### src/tree_arb_consts.svh
`ifndef TREE_ARB_CONSTS_SVH
`define TREE_ARB_CONSTS_SVH

// number of requesters at the top level
`define TREE_ARB_WIDTH 16

// groups seen by the second level arbiter
`define TREE_ARB_GROUP_NUM 4

// requesters per group, TREE_ARB_WIDTH / TREE_ARB_GROUP_NUM
`define TREE_ARB_GROUP_WIDTH 4

// bits of a group number
`define TREE_ARB_GROUP_IDX_W 2

// bits of a requester number, group bits on top of member bits
`define TREE_ARB_IDX_W 4

`endif
### src/arb_req_pkg.sv
`default_nettype none

`include "tree_arb_consts.svh"

package arb_req_pkg;

    // bit i is requester i
    typedef logic [`TREE_ARB_WIDTH-1:0] req_vec_t;

    // one group's members, bit m is member m of the group
    typedef logic [`TREE_ARB_GROUP_WIDTH-1:0] group_vec_t;

    // element g holds requesters 4g to 4g+3
    // same bit layout as req_vec_t, so a plain assignment reshapes
    typedef group_vec_t [`TREE_ARB_GROUP_NUM-1:0] grouped_req_t;

endpackage

`default_nettype wire

### src/arb_grant_pkg.sv
`default_nettype none

`include "tree_arb_consts.svh"

package arb_grant_pkg;

    // one-hot member grant of every group, pointer state not yet filtered
    typedef arb_req_pkg::group_vec_t [`TREE_ARB_GROUP_NUM-1:0] member_grants_t;

    // result of the second level
    typedef struct packed {
        // group g has at least one request
        logic [`TREE_ARB_GROUP_NUM-1:0] any_req;
        // one-hot winning group
        logic [`TREE_ARB_GROUP_NUM-1:0] sel;
        logic                           valid;
    } group_choice_t;

    // final answer of the tree
    typedef struct packed {
        logic                       valid;
        logic [`TREE_ARB_IDX_W-1:0] index;
        arb_req_pkg::req_vec_t      grant;
    } tree_grant_t;

endpackage

`default_nettype wire

### src/tree_arbiter.sv
`default_nettype none

`include "tree_arb_consts.svh"

module tree_arbiter (
    input  logic                       clk,
    input  logic                       reset,
    input  arb_req_pkg::req_vec_t      request,
    output arb_req_pkg::req_vec_t      grant,
    output logic [`TREE_ARB_IDX_W-1:0] grant_index,
    output logic                       any_grant
);

    arb_grant_pkg::member_grants_t member_grants;
    arb_grant_pkg::group_choice_t  choice;
    arb_grant_pkg::tree_grant_t    result;

    // first level, one pick per group
    member_arbiter_bank u_bank (
        .clk           (clk),
        .reset         (reset),
        .request       (request),
        .member_grants (member_grants)
    );

    // second level, in parallel with the first
    group_select u_group_sel (
        .clk     (clk),
        .reset   (reset),
        .request (request),
        .choice  (choice)
    );

    grant_merge u_merge (
        .member_grants (member_grants),
        .choice        (choice),
        .result        (result)
    );

    assign grant       = result.grant;
    assign grant_index = result.index;
    assign any_grant   = result.valid;

endmodule

`default_nettype wire

### src/grant_merge.sv
`default_nettype none

`include "tree_arb_consts.svh"

module grant_merge (
    input  arb_grant_pkg::member_grants_t member_grants,
    input  arb_grant_pkg::group_choice_t  choice,
    output arb_grant_pkg::tree_grant_t    result
);

    localparam int GROUP_NUM    = `TREE_ARB_GROUP_NUM;
    localparam int GROUP_IDX_W  = `TREE_ARB_GROUP_IDX_W;
    localparam int MEMBER_IDX_W = `TREE_ARB_IDX_W - `TREE_ARB_GROUP_IDX_W;

    arb_grant_pkg::member_grants_t masked;
    arb_req_pkg::group_vec_t       sel_member;
    logic [GROUP_IDX_W-1:0]        group_idx;
    logic [MEMBER_IDX_W-1:0]       member_idx;

    // only the chosen group keeps its member grant
    for (genvar g = 0; g < GROUP_NUM; g++) begin : g_mask
        assign masked[g] = choice.sel[g] ? member_grants[g] : '0;
    end

    // at most one group survives, so the OR is that group's member grant
    always_comb begin
        sel_member = '0;
        for (int g = 0; g < GROUP_NUM; g++) begin
            sel_member = sel_member | masked[g];
        end
    end

    // one-hot to binary, ORing the indices of set bits
    always_comb begin
        group_idx  = '0;
        member_idx = '0;
        for (int g = 0; g < GROUP_NUM; g++) begin
            if (choice.sel[g]) begin
                group_idx = group_idx | GROUP_IDX_W'(g);
            end
        end
        for (int m = 0; m < `TREE_ARB_GROUP_WIDTH; m++) begin
            if (sel_member[m]) begin
                member_idx = member_idx | MEMBER_IDX_W'(m);
            end
        end
    end

    // groups side by side give the flat grant, group 3 on top
    assign result = '{
        valid: choice.valid,
        index: {group_idx, member_idx},
        grant: masked
    };

endmodule

`default_nettype wire

### src/group_select.sv
`default_nettype none

`include "tree_arb_consts.svh"

module group_select (
    input  logic                         clk,
    input  logic                         reset,
    input  arb_req_pkg::req_vec_t        request,
    output arb_grant_pkg::group_choice_t choice
);

    localparam int GROUP_NUM = `TREE_ARB_GROUP_NUM;

    arb_req_pkg::grouped_req_t grouped;
    logic [GROUP_NUM-1:0]      group_active;
    logic [GROUP_NUM-1:0]      group_grant;
    logic                      group_valid;

    assign grouped = request;

    // a group competes when any member asks
    for (genvar g = 0; g < GROUP_NUM; g++) begin : g_active
        assign group_active[g] = |grouped[g];
    end

    // round robin among active groups
    rr_thermo_arbiter #(
        .WIDTH (GROUP_NUM)
    ) u_group_arb (
        .clk       (clk),
        .reset     (reset),
        .request   (group_active),
        .grant     (group_grant),
        .any_grant (group_valid)
    );

    assign choice = '{
        any_req: group_active,
        sel:     group_grant,
        valid:   group_valid
    };

endmodule

`default_nettype wire

### src/member_arbiter_bank.sv
`default_nettype none

`include "tree_arb_consts.svh"

module member_arbiter_bank (
    input  logic                          clk,
    input  logic                          reset,
    input  arb_req_pkg::req_vec_t         request,
    output arb_grant_pkg::member_grants_t member_grants
);

    localparam int GROUP_NUM   = `TREE_ARB_GROUP_NUM;
    localparam int GROUP_WIDTH = `TREE_ARB_GROUP_WIDTH;

    arb_req_pkg::grouped_req_t grouped;

    // flat vector split into groups of four
    assign grouped = request;

    // one arbiter per group, each moves its pointer on any request in its group
    // whether or not the group arbiter picks this group
    for (genvar g = 0; g < GROUP_NUM; g++) begin : g_member
        rr_thermo_arbiter #(
            .WIDTH (GROUP_WIDTH)
        ) u_member_arb (
            .clk       (clk),
            .reset     (reset),
            .request   (grouped[g]),
            .grant     (member_grants[g]),
            .any_grant ()
        );
    end

endmodule

`default_nettype wire

### src/rr_thermo_arbiter.sv
`default_nettype none

module rr_thermo_arbiter #(
    parameter int WIDTH = 4
) (
    input  logic             clk,
    input  logic             reset,
    input  logic [WIDTH-1:0] request,
    output logic [WIDTH-1:0] grant,
    output logic             any_grant
);

    // ones above the last granted bit
    logic [WIDTH-1:0] prio_mask;
    logic [WIDTH-1:0] masked_req;
    logic [WIDTH-1:0] thermo_all;
    logic [WIDTH-1:0] thermo_masked;
    logic [WIDTH-1:0] thermo_sel;
    logic [WIDTH-1:0] next_mask;

    assign masked_req = request & prio_mask;

    // prefix OR from bit 0 upward, first set bit becomes the rising edge
    for (genvar i = 0; i < WIDTH; i++) begin : g_thermo
        assign thermo_all[i]    = |request[i:0];
        assign thermo_masked[i] = |masked_req[i:0];
    end

    // requests above the pointer win, else wrap to the lowest one
    assign thermo_sel = thermo_masked[WIDTH-1] ? thermo_masked : thermo_all;

    // shifted code marks everything strictly above the winner
    assign next_mask = thermo_sel << 1;

    // edge of the thermometer code is the one-hot grant
    assign grant     = thermo_sel ^ next_mask;
    assign any_grant = thermo_all[WIDTH-1];

    // all ones after reset so bit 0 wins first
    always_ff @(posedge clk or posedge reset) begin
        if (reset) begin
            prio_mask <= '1;
        end else if (any_grant) begin
            prio_mask <= next_mask;
        end
    end

endmodule

`default_nettype wire

### config.mk
export PLATFORM = sky130hd
export DESIGN_NAME = tree_arbiter
export DESIGN_NICKNAME = d
export VERILOG_FILES = /design/src/arb_req_pkg.sv /design/src/arb_grant_pkg.sv /design/src/tree_arbiter.sv /design/src/grant_merge.sv /design/src/group_select.sv /design/src/member_arbiter_bank.sv /design/src/rr_thermo_arbiter.sv
export VERILOG_INCLUDE_DIRS = /design/src
export SDC_FILE = /design/constraint.sdc
export NUM_CORES = 1
export LEC_CHECK = 0
export ABC_AREA = 1
export BUFFER_PORTS_ARGS = -buffer_cell sky130_fd_sc_hd__buf_2
export CORE_MARGIN = 8
export CORE_UTILIZATION = 30
export CTS_CLUSTER_SIZE = 20
export DETAILED_ROUTE_END_ITERATION = 6
export SLEW_MARGIN = 20
export SYNTH_ARGS = -nofsm -noshare
export SYNTH_HDL_FRONTEND = slang
export SYNTH_SLANG_ARGS = --single-unit
### constraint.sdc
create_clock -name clk -period 1.6 [get_ports clk]
set_clock_uncertainty 0.2 [all_clocks]
set_input_delay 0.32 -clock clk [delete_from_list [all_inputs] [get_ports clk]]
set_output_delay 0.32 -clock clk [all_outputs]
set_load 0.05 [all_outputs]
* Yosys cells after proc, flatten, opt, wreduce, memory -nomap -nowiden
Cells that the tools add are included.
Storage, ports and cells: flip-flop bits (word level) 20, output and inout bits 21, word-level logic and storage cells 63
Cells by class: multiplexer cells 15, bitwise gates (word level) 13, reduce and logical (&&, ||, !) cells 30
Operators by type and width (number):
- $mux W4 | 9
- $reduce_or A4 Y1 | 9
- $reduce_or A3 Y1 | 9
- $and A4 B4 Y4 | 5
- $xor A4 B4 Y4 | 5
- $reduce_or A2 Y1 | 9
- $reduce_or A16 Y1 | 1
- $or A4 B4 Y4 | 3
- $reduce_or A12 Y1 | 1
- $mux W2 | 4
- $reduce_or A8 Y1 | 1
- $mux W1 | 2

* Depth between registers and ports, before layout
Gate-level depths: netlist (run 1).
word-level depth 12, depth in mapped cells 11, mapped depth without buffers 11

* Modules after synthesis
From an unflattened synthesis (run 1), not the netlist that was laid out.
Unflattened totals: cell total of the unflattened synthesis 244, area, all modules 1517.7 µm²
By module, submodules not included:
- rr_thermo_arbiter | times used 5, cells an instance 37, area an instance 255.2 µm²
- grant_merge | times used 1, cells an instance 46, area an instance 188.9 µm²
- group_select | times used 1, cells an instance 13, area an instance 52.6 µm²

* Worst setup path before layout (run 1)
OpenSTA, ideal clock, no wires.
kind register to output, start register u_bank.g_member[1].u_member_arb.prio_mask[1], end output port grant_index[0], arrival 2.255 ns, required time 1.080 ns, slack -1.175 ns, stages on the path, launching flop included 9, buffers on the path 0, cell sequence dfstp_2 inv_1 o21ai_0 nor2_1 o21ai_0 nand2_1 nor2_1 nor2_1 nand2_1
On the way: cells in the longest elaborated chain, start to end 11, elaborated cells on any way between the ends 13, classes of those cells mux (5); bitwise (5); reduce/logical (3)
Ends and longest elaborated chain:
- start: declaration | line rr_thermo_arbiter.sv:14 | logic [WIDTH-1:0] prio_mask;
- start signal: assignment | line rr_thermo_arbiter.sv:44 | prio_mask <= next_mask;
- $and A4 B4 Y4 * | line rr_thermo_arbiter.sv:21 | assign masked_req = request & prio_mask;
- $reduce_or A4 Y1 / $reduce_or A2 Y1 (equally long branches) | line rr_thermo_arbiter.sv:26 | assign thermo_masked[i] = |masked_req[i:0];
- $mux W4 * | line rr_thermo_arbiter.sv:30 | assign thermo_sel = thermo_masked[WIDTH-1] ? thermo_masked : thermo_all;
- $xor A4 B4 Y4 * | line rr_thermo_arbiter.sv:36 | assign grant = thermo_sel ^ next_mask;
- $mux W4 * | line grant_merge.sv:22 | assign masked[g] = choice.sel[g] ? member_grants[g] : '0;
- net grant[5] | line tree_arbiter.sv:9 | output arb_req_pkg::req_vec_t grant,
- $or A4 B4 Y4 * (3 in a row) | line grant_merge.sv:29 | sel_member = sel_member | masked[g];
- $mux W1 * | line grant_merge.sv:43 | if (sel_member[m]) begin
- $mux W2 * (2 in a row) | line grant_merge.sv:43
- end: declaration | line tree_arbiter.sv:10 | output logic [`TREE_ARB_IDX_W-1:0] grant_index,
Mark *: on every way through the listed nets, which the timed path passes. The rest lies on a longest branch.

* Worst setup path after layout (run 1)
start register u_bank.g_member[3].u_member_arb.prio_mask[0], end output port grant[13]
On the way: cells in the longest elaborated chain, start to end 5, elaborated cells on any way between the ends 6, classes of those cells mux (2); bitwise (2); reduce/logical (2)
Ends and longest elaborated chain (line):
- start: declaration | rr_thermo_arbiter.sv:14
- start signal: assignment | rr_thermo_arbiter.sv:44
- $and A4 B4 Y4 * | rr_thermo_arbiter.sv:21
- $reduce_or A4 Y1 / $reduce_or A2 Y1 (equally long branches) | rr_thermo_arbiter.sv:26
- $mux W4 * | rr_thermo_arbiter.sv:30
- $xor A4 B4 Y4 * | rr_thermo_arbiter.sv:36
- $mux W4 * | grant_merge.sv:22
- end: declaration | tree_arbiter.sv:9
Mark *: on every way between the ends. The rest lies on a longest branch, timed or not.

==> results of run 1 <==
## metrics by stage
| stage | instances | hold WS [ns] | util (%) | setup slack (ns) |
|---|---|---|---|---|
| floorplan | 212 | 0.224 | - | -0.471 |
| global placement | 357 | 0.231 | 48.7 | -0.718 |
| detailed placement | 357 | 0.238 | 48.7 | -0.752 |
| CTS | 383 | 0.125 | 63.4 | -0.746 |
| global route | 391 | 0.151 | 68.1 | -0.821 |
| finish | 391 | 0.110 | 68.1 | -0.739 |
## power groups by stage
stage	clock network, mW	logic (mW)	registers, mW
detailed placement	0	2.86	0.707
global route	0.356	4.41	0.726
finish	0.329	4.18	0.718
CTS	0.340	3.86	0.713
global placement	0	2.83	0.707
floorplan	0	2.04	0.696
## cells by family (layout without fill, tap and decap cells)
group	after synthesis	after routing
simple gates	135	135
flops	20	20
compound gates	18	18
buf+inv	39	164
## cell type report
| class | count | share of cell area [%] |
|---|---|---|
| Multi-Input combinational cell | 153 | 38.1 |
| Timing Repair Buffer | 122 | 36.4 |
| Sequential cell | 20 | 16.6 |
| Inverter | 39 | 5.52 |
| Tap cell | 54 | 2.13 |
| Clock buffer | 3 | 1.30 |
## sequential cells by signal (all words and copies together) (netlist names)
name / cells
u_bank.g_member.u_member_arb.prio_mask: 16
u_group_sel.u_group_arb.prio_mask: 4
## cell usage in the layout, fill, tap and decap left out, drive strengths merged
| cell type | synthesis | routed |
|---|---|---|
| a21boi | 1 | 1 |
| a21oi | 2 | 2 |
| a31oi | 1 | 1 |
| buf | 0 | 122 |
| clkbuf | 0 | 3 |
| clkinvlp | 0 | 3 |
| dfstp | 20 | 20 |
| inv | 39 | 36 |
| nand2 | 73 | 73 |
| nand3 | 15 | 15 |
| nand4 | 3 | 3 |
| nor2 | 43 | 43 |
| nor3b | 1 | 1 |
| o21a | 2 | 2 |
| o21ai | 10 | 10 |
| o21bai | 2 | 2 |
## routing by layer
metal  vias to the layer above  track usage [%]  wire (um)
met3                         7             3.67        261
li1                        904                -          -
met1                       813             17.0       2200
met4                         0             3.88         66
met2                        36             25.2       2660
met5                         -                0          0
## worst max-delay path: cells and delay by family, from the launching register on
kind          cells  cell delay, ns
flops             1            0.57
simple gates      7            0.60
buf+inv           3            0.40
## what timing repair did
action	in CTS	in global routing
setup endpoints to repair	22	26
buffers inserted	24	17
resized for setup	140	56
pin swaps	58	51
## worst max-delay path by stage
stage	startpoint	end	slack, ns	cells past startpoint
2_1_floorplan	u_bank.g_member[1].u_member_arb.prio_mask[2]	grant_index[0]	-0.47	8
3_3_place_gp	request[1]	grant_index[1]	-0.72	11
4_1_cts	u_bank.g_member[3].u_member_arb.prio_mask[0]	grant_index[0]	-0.75	11
3_5_place_dp	request[1]	grant_index[1]	-0.75	12
5_1_grt	u_bank.g_member[3].u_member_arb.prio_mask[0]	grant_index[0]	-0.82	11
6_report	u_bank.g_member[3].u_member_arb.prio_mask[0]	grant[13]	-0.74	10
==> metrics, run 1 <==
post-synthesis mux area share 0%; Area growth, synth to finish 123%; Post-Route Setup TNS -13.08 ns; most frequent cell after synthesis sky130_fd_sc_hd__nand2_1; TritonCTS clock tree done; Synth area leader sky130_fd_sc_hd__dfstp_2; FF+latch count, synth 20; DRC errors left 0; cell with the largest stage delay on the worst path sky130_fd_sc_hd__dfstp_2; predominant post-synthesis flop cell sky130_fd_sc_hd__dfstp_2; Congestion Overflow GR 0; number of sinks handled by clock tree synthesis 20; CTS HTree Levels 1; fraction of final layout cells sized beyond drive strength 1 77.7%; Final nets 357; fin worst setup slack -0.739 ns; MaxCap Viol Count 0; clk root buf sky130_fd_sc_hd__clkbuf_8; Final ANT Viol Nets 0; initial DRC count 65; number of enable flip-flop cells after synthesis 0; proportion of power drawn by flip-flops and latches between 10% and 20%; violations in the final reports setup timing; Setup crit start kind register; worst reg2reg setup slack -0.08 ns; Final Hold Vio Count 0; antenna fix cells 0; effective utilization at floorplan between 30 and 40%; count of final setup violators 23; average cell area after synthesis ~6.7 sq um; Pwr Total ~5.2 mW; top achievable clock speed 427 MHz; endpoint kind of the worst setup timing path output pin; data arrival time at the worst-slack endpoint 1.82 ns; syn_nets 230; vias in the first global route 1,851; number of clock buffers inserted by TritonCTS 3; portion of the clock cycle consumed by the worst path in the final layout 146%; per-cell routed wire length 13.3 um; top cells by area, synth sky130_fd_sc_hd__dfstp_2 37%, sky130_fd_sc_hd__nand2_1 16%, sky130_fd_sc_hd__inv_1 10%; detailed-route vias per instance about 4.5; unrepaired setup endpoints after global routing yes; actual slew at the worst max-slew pin approximately 0.35 ns; cell count after synthesis 212; post-route design area 3170 sq um; Die Ht 84.9 um; synthesized-area fraction occupied by adder cells 0%; routability-driven placement congestion ratio 0.815; multi-input gate area in the final layout 1210 sq um; fraction of synthesis flops using an asynchronous set or reset pin 100%; die area roughly 7000 sq um; main combinational cell family by area after synthesis simple AND/OR/NAND/NOR gates; type of the setup path with the least slack register to output pin; Pleak 1.57 nW; placement-stage cell area 2270 sq um; wire length of the first global-routing pass 8.49 mm; combinational power share 80.0%; antenna violations before repair 0; startpoint of the most critical register-to-register path u_bank.g_member[0].u_member_arb.prio_mask[2]; fraction of post-synthesis cell area in the top cell type by area a little under two fifths; Worst IR Drop VDD 1550 uV; clock network fraction of total power under 10%; crit-path max FO 4; type of the worst min-delay path input port to async pin; result of the run finished with violations; total net switching power ~2.6 mW; depth of the most critical reg-to-reg path 11; shortest clock period the worst path allows after layout 2.34 ns; worst rel slew slack 76.4%; wire length reported by the detailed router roughly 5.2 mm; Fillers 360; die width 84.9 um; Clk Latency, worst-skew pair 0.26 ns; Post-Synth Simple-Gate Area 44.7%; gr usage total 14.4%; count of TritonRoute iterations in the first routing pass 4; core region area 4660 sq um; parity-gate share of the synthesized area counting xor and xnor cells 0%; placed wire-length estimate ~3.3 mm; unique cell type count in the Yosys netlist 20; data required time of the worst path ~1.1 ns; row cnt 25; Critical Path Max Stage Delay 0.57 ns; Synth Area in Compound Gates 8.08%; count of synthesis-stage warnings from yosys 0; commonest cells in the synthesized netlist 62 x sky130_fd_sc_hd__nand2_1, 38 x sky130_fd_sc_hd__inv_1, 32 x sky130_fd_sc_hd__nor2_1; power density over the cells 1650 nW/um^2; number of top-level pins 39; total number of vias approximately 1,800; hold-fix buffers at CTS 0; chain of cells forming the critical path nand2_4 -> nand2_4 -> nor2_2 -> nand2_1 -> nand2_2 -> nor2_2 -> nand4_1 -> buf_4 -> inv_4 -> buf_8; maximum number of pins on one net before global-route repair 21; number of max-slew violations in the final report 0; clock-pin slew on the worst setup and hold paths 0.07 ns; maximum buffer depth of the clock tree 2; switching part of the total power 48.9%; sequential share of the synthesized area 36.9%; Port Buf Inserts 38; cell area after technology mapping 1420 sq um; destination of the worst register-to-register timing path u_bank.g_member[0].u_member_arb.prio_mask[1]; area taken by flip-flops and latches approximately 530 sq um; cell internal pwr 2.67 mW
No activity file was read; power rests on OpenSTA's default activity.
==> inputs of run 2 (changes only) <==
- CORE_UTILIZATION: 30 -> 40
- PLACE_DENSITY: default -> 0.69
- clock period: 1.6 -> 2.6 ns (I/O delays scaled with it)
==> run 2 against run 1 <==
Net effect: the run now ends clean; first-iteration DRC count increased by 37%; clock power decreased by 44%; critical path depth increased by 1; non-clock buffer count decreased by 57; power decreased by 59%; via count decreased by 14%; critical path type is now input port to output pin; critical endpoint is now grant_index[1].
==> metrics, run 2 (synthesis gave the netlist of run 1 again) <==
count of final setup violators 0 (-100%); hold-fix buffers at CTS 0 (unchanged); number of max-slew violations in the final report 0 (unchanged); clk root buf sky130_fd_sc_hd__clkbuf_4; highest-count cells in the layout ignoring fill and taps 49 x sky130_fd_sc_hd__nand2_1, 36 x sky130_fd_sc_hd__inv_1, 28 x sky130_fd_sc_hd__buf_4; Congestion Overflow GR 0 (unchanged); endpoint kind of the worst setup timing path output pin; die width 75.7 um (-11%); shortest clock period the worst path allows after layout 2.60 ns; number of sinks handled by clock tree synthesis 20 (unchanged); Area growth, synth to finish 50.8%; DRC errors left 0 (unchanged); effective utilization at floorplan 42.0% (+11 points); result of the run completed; power density over the cells 1000 nW/um^2 (-39%); Final Hold Vio Count 0 (unchanged); Critical Path Max Stage Delay 0.18 ns (-0.39 ns); unrepaired setup endpoints after global routing yes; worst reg2reg setup slack 1.08 ns (+1.16 ns); per-cell routed wire length 12.4 um (-6.9%); data required time of the worst path 1.88 ns (+0.80 ns); core region area 3390 sq um (-27%); Die Ht 75.7 um (-11%); clock-pin slew on the worst setup and hold paths 0.12 ns (+0.05 ns); Pleak 1.18 nW (-25%); Port Buf Inserts 38 (unchanged); top register by number of flip-flops u_bank.g_member.u_member_arb.prio_mask; Final ANT Viol Nets 0 (unchanged); Final nets 300 (-16%); Worst IR Drop VDD 776 uV (-50%); count of TritonRoute iterations in the first routing pass 4 (unchanged); chain of cells forming the critical path buf_2 -> nor2_4 -> nand2_4 -> nor2_4 -> buf_4 -> nand2_2 -> nand4_1 -> nand3_2 -> nor2_2 -> nand2_1 -> buf_6; TritonCTS clock tree done; initial DRC count 89 (+37%); Pwr Total 2.16 mW (-59%); number of clock buffers inserted by TritonCTS 3 (unchanged); registers with the most flip-flops u_bank.g_member.u_member_arb.prio_mask: 16 flops, u_group_sel.u_group_arb.prio_mask: 4 flops; antenna violations before repair 0 (unchanged); data arrival time at the worst-slack endpoint 1.88 ns (+0.06 ns); wire length of the first global-routing pass 6.02 mm (-29%); post-route design area 2150 sq um (-32%); final std cells w/o fill 327 (-16%); gr usage total 13.4% (-1.0 points); crit-path max FO 5 (+1); Largest register FFs 16 (unchanged); placement-stage cell area 1850 sq um (-18%); CTS HTree Levels 1 (unchanged); maximum number of pins on one net before global-route repair 21 (unchanged); Post-Route Setup TNS 0 ns (+13.08 ns); wire length reported by the detailed router 4.04 mm (-22%); antenna fix cells 0 (unchanged); type of the worst min-delay path register to register; most common cell after layout, fill and taps aside sky130_fd_sc_hd__nand2_1; row cnt 21 (-16%); total number of vias 1,520 (-14%); portion of the clock cycle consumed by the worst path in the final layout roughly 100%; vias in the first global route 1,466 (-21%); cell with the largest stage delay on the worst path sky130_fd_sc_hd__nor2_4; number of top-level pins 39 (unchanged); worst rel slew slack 49.6% (-27 points); cell mode on critical path sky130_fd_sc_hd__nor2_4; top achievable clock speed 385 MHz; total instance count after detailed placement 317 (-11%); routability-driven placement congestion ratio 0.892 (+9.4%); fraction of final layout cells sized beyond drive strength 1 54.1% (-24 points); MaxCap Viol Count 0 (unchanged); Setup crit start kind input port; die area 5720 sq um (-21%); placed wire-length estimate 2.98 mm (-9.6%); maximum buffer depth of the clock tree 2 (unchanged); type of the setup path with the least slack input port to output pin; Clk Latency, worst-skew pair 0.30 ns (+0.04 ns); actual slew at the worst max-slew pin 0.755 ns (+0.404 ns); detailed-route vias per instance 4.65 (+3.3%)
## run 2: critical path, delay by kind of cell
family | cells | cell delay, ns
AND/OR/NAND/NOR | 8 | 0.92
buffers and inverters | 3 | 0.41
## run 2: repair_timing
item	4_1_cts	5_1_grt
buffers inserted	2	4
gates resized for setup	8	61
endpoints found under the setup margin	6	19
pin swaps	3	25
## run 2: metrics by stage
| step | hold slack [ns] | setup WS (ns) | util [%] |
|---|---|---|---|
| floorplan | 0.224 | -0.0737 | - |
| global placement | 0.232 | -0.0460 | 54.6 |
| detailed placement | 0.234 | -0.0500 | 54.6 |
| CTS | 0.252 | 0.0000131 | 56.7 |
| global route | 0.283 | -0.112 | 63.3 |
| finish | 0.250 | 0.00151 | 63.3 |
## run 2: power by group
group	total (mW)	internal, mW	switching [mW]
Sequential	0.430	0.401	0.0296
Combinational	1.54	0.478	1.06
Clock	0.184	0.0854	0.0989
## run 2: per-layer routing
layer | track usage, % | up-vias | part of all wire (%)
li1 | - | 783 | -
met1 | 16.3 | 691 | 41
met2 | 23.9 | 36 | 52
met3 | 1.97 | 10 | 5.0
met4 | 3.62 | 0 | 1.8
met5 | 0 | - | 0
## run 2: final timing paths
kind	cells past startpoint	to	from
max	11	grant_index[1]	request[1]
min	2	u_bank.g_member[3].u_member_arb.prio_mask[0]	u_bank.g_member[3].u_member_arb.prio_mask[0]
max reg2reg	8	u_group_sel.u_group_arb.prio_mask[2]	u_group_sel.u_group_arb.prio_mask[2]
min reg2reg	2	u_bank.g_member[3].u_member_arb.prio_mask[0]	u_bank.g_member[3].u_member_arb.prio_mask[0]
max in group asynchronous	2	u_bank.g_member[3].u_member_arb.prio_mask[1]	reset
min in group asynchronous	2	u_bank.g_member[2].u_member_arb.prio_mask[3]	reset
## run 2: cell type report
class | count | area (sq um)
flip-flops and latches | 20 | 526
inverters | 39 | 146
well taps | 46 | 57.6
repair buffers | 65 | 440
multi-input cells | 153 | 941
fillers | 295 | 1240
clock buffers | 4 | 36.3
==> inputs of run 3 (changes only) <==
- CELL_PAD_IN_SITES_DETAIL_PLACEMENT: default -> 2
- CELL_PAD_IN_SITES_GLOBAL_PLACEMENT: default -> 2
- CORE_UTILIZATION: 40 -> 27
- CTS_CLUSTER_SIZE: 20 -> 28
- PLACE_DENSITY: 0.69 -> 0.83
==> run 3 against run 2 <==
Net effect: the flow now finishes with violations (setup timing); cell area up 27%; final cell count up 16%; count of clock-buffer cells in the layout shrank 1; sequential share of layout area shrank 5.2 points; via count grew 26%; core utilization fell by 10 points; combinational power rose by 45%; fmax fell by 6.3%; sequential cell count unchanged; first-iteration DRC count decreased by 4.5%; register-to-register slack got worse by 0.96 ns; critical endpoint unchanged; largest power group unchanged.
==> metrics, run 3 (synthesis gave the netlist of run 1 again) <==
clk root buf sky130_fd_sc_hd__clkbuf_8; die area 7850 sq um (+37%); number of max-slew violations in the final report 0 (unchanged); placed wire-length estimate 4.65 mm (+56%); result of the run finished with violations; row cnt 26 (+24%); number of clock buffers inserted by TritonCTS 3 (unchanged); highest-count cells in the layout ignoring fill and taps 53 x sky130_fd_sc_hd__buf_4, 38 x sky130_fd_sc_hd__nand2_1, 28 x sky130_fd_sc_hd__inv_1; registers with the most flip-flops u_bank.g_member.u_member_arb.prio_mask: 16 flops, u_group_sel.u_group_arb.prio_mask: 4 flops; crit path launch request[3]; count of TritonRoute iterations in the first routing pass 4 (unchanged); CTS HTree Levels 1 (unchanged); unrepaired setup endpoints after global routing yes; MaxCap Viol Count 0 (unchanged); most common cell after layout, fill and taps aside sky130_fd_sc_hd__buf_4; clock network fraction of total power 8.2% (-0.3 points); antenna fix cells 0 (unchanged); routability-driven placement congestion ratio 0.848 (-4.9%); Setup crit start kind input port; total number of vias 1,912 (+26%); type of the worst min-delay path register to register; data required time of the worst path 1.88 ns (about the same); antenna violations before repair 0 (unchanged); DRC errors left 0 (unchanged); Congestion Overflow GR 0 (unchanged); vias in the first global route 2,174 (+48%); crit-path max FO 5 (unchanged); Pwr Total 2.94 mW (+36%); maximum number of pins on one net before global-route repair 21 (unchanged); top register by number of flip-flops u_bank.g_member.u_member_arb.prio_mask; violations in the final reports setup timing; area taken by flip-flops and latches 526 sq um (unchanged); number of top-level pins 39 (unchanged); Area growth, synth to finish 91.0%; Final Hold Vio Count 0 (unchanged); wire length reported by the detailed router 9.86 mm (+140%); Largest register FFs 16 (unchanged); detailed-route vias per instance 5.04 (+8.5%); count of final setup violators 19 (+19); Hold Crit Start u_bank.g_member[1].u_member_arb.prio_mask[0]; Clk Latency, worst-skew pair 0.28 ns (-0.02 ns); Worst IR Drop VDD 932 uV (+20%); gr usage total 20.9% (+7.5 points); proportion of power drawn by flip-flops and latches 15.9% (-4.1 points); worst reg2reg setup slack 0.12 ns (-0.96 ns); Port Buf Inserts 38 (unchanged); WHS Path Cells 2 (unchanged); number of sinks handled by clock tree synthesis 20 (unchanged); startpoint of the most critical register-to-register path u_bank.g_member[2].u_member_arb.prio_mask[0]; combinational power share 75.8% (+4.3 points); endpoint kind of the worst setup timing path output pin; cell internal pwr 1.32 mW (+36%); Worst Hold End u_bank.g_member[1].u_member_arb.prio_mask[0]; total net switching power 1.63 mW (+36%); maximum buffer depth of the clock tree 2 (unchanged); Final ANT Viol Nets 0 (unchanged); shortest clock period the worst path allows after layout 2.77 ns (+0.174 ns); type of the setup path with the least slack input port to output pin; actual slew at the worst max-slew pin 0.848 ns (+0.0926 ns); power density over the cells 1080 nW/um^2 (+7.7%); portion of the clock cycle consumed by the worst path in the final layout 107% (+6.7 points); destination of the worst register-to-register timing path u_bank.g_member[2].u_member_arb.prio_mask[2]; multi-input gate area in the final layout 1110 sq um (+18%); initial DRC count 85 (-4.5%); depth of the most critical reg-to-reg path 16 (+8); per-cell routed wire length 26.0 um (+110%); fraction of final layout cells sized beyond drive strength 1 68.9% (+15 points); core region area 5110 sq um (+51%); die width 88.6 um (+17%); wire length of the first global-routing pass 12.3 mm (+100%); effective utilization at floorplan 27.9% (-14 points); worst rel slew slack 43.4% (-6.2 points); Final nets 329 (+9.7%); Final Core Density 53.3% (-10 points); TritonCTS clock tree done; Post-Route Setup TNS -1.52 ns (-1.52 ns); Fillers 560 (+90%); switching part of the total power 55.3% (about the same); Die Ht 88.6 um (+17%); total instance count after detailed placement 353 (+11%); top achievable clock speed 361 MHz (-6.3%); fin worst setup slack -0.173 ns (-0.174 ns); pre-CTS setup slack -0.263 ns (-0.213 ns); hold-fix buffers at CTS 0 (unchanged); final std cells w/o fill 379 (+16%); Pleak 1.39 nW (+17%); clock-pin slew on the worst setup and hold paths 0.09 ns (-0.03 ns); data arrival time at the worst-slack endpoint 2.05 ns (+0.17 ns)
==> run 3: cell types whose count changed in the layout (fill, tap and decap cells not counted), moves of 9 or more <==
cell / delta
sky130_fd_sc_hd__buf_2: -12
sky130_fd_sc_hd__buf_4: +25
sky130_fd_sc_hd__nor2_1: -9
sky130_fd_sc_hd__nand2_1: -11
sky130_fd_sc_hd__buf_8: +9
sky130_fd_sc_hd__clkbuf_4: -10
sky130_fd_sc_hd__buf_6: +14
==> run 3: cell type report <==
cell class / count / area share (%)
Clock buffer: 3 / 1.52
Inverter: 39 / 5.38
Multi-Input combinational cell: 153 / 40.8
Sequential cell: 20 / 19.3
Tap cell: 70 / 3.22
Timing Repair Buffer: 94 / 29.7
==> run 3: per-stage QoR <==
| step | hold slack [ns] | instance area, sq um |
|---|---|---|
| 2_1_floorplan | 0.224 | 1450 |
| 4_1_cts | 0.260 | 2350 |
| 3_3_place_gp | 0.234 | 1970 |
| 5_1_grt | 0.305 | 2720 |
| 6_report | 0.287 | 2720 |
| 3_5_place_dp | 0.246 | 1970 |
==> run 3: worst max path at each step <==
stage | slack, ns | cells after the start | endpoint
after global routing | -0.26 | 12 | grant_index[0]
after detailed placement | -0.26 | 12 | grant_index[1]
after global placement | -0.13 | 11 | grant_index[1]
final | -0.17 | 12 | grant_index[1]
after floorplan | -0.07 | 11 | grant_index[0]
after CTS | -0.03 | 12 | grant_index[1]
==> run 3: per-layer routing <==
metal / share of wire [%] / GRT usage (%) / wire length, um
met5: 0 / 0 / 0
met4: 6.5 / 8.60 / 639
met3: 5.2 / 3.25 / 515
met2: 51 / 40.4 / 5050
met1: 37 / 21.4 / 3650
==> run 3: worst max-delay path, stage by stage <==
cell	delay [ns]
sky130_fd_sc_hd__buf_2	0.14
sky130_fd_sc_hd__nor2_4	0.13
sky130_fd_sc_hd__nand2_4	0.10
sky130_fd_sc_hd__nor2_4	0.23
sky130_fd_sc_hd__nor2_4	0.06
sky130_fd_sc_hd__nor2_4	0.22
sky130_fd_sc_hd__inv_2	0.08
sky130_fd_sc_hd__nand2_4	0.14
sky130_fd_sc_hd__nor2_4	0.08
sky130_fd_sc_hd__nor2_4	0.13
sky130_fd_sc_hd__nand2_2	0.07
sky130_fd_sc_hd__buf_8	0.15
==> run 3: power groups by stage <==
stage / sequential (mW) / clock [mW] / combinational, mW
after floorplan: 0.425 / 0 / 0.998
after global placement: 0.434 / 0 / 1.39
after detailed placement: 0.434 / 0 / 1.46
after CTS: 0.435 / 0.219 / 1.77
after global routing: 0.469 / 0.248 / 2.31
final: 0.469 / 0.242 / 2.23
==> run 3: what timing repair did <==
item	in CTS	in global routing
buffers inserted	14	10
resized for setup	72	96
pin swaps	23	30
endpoints found under the setup margin	20	21
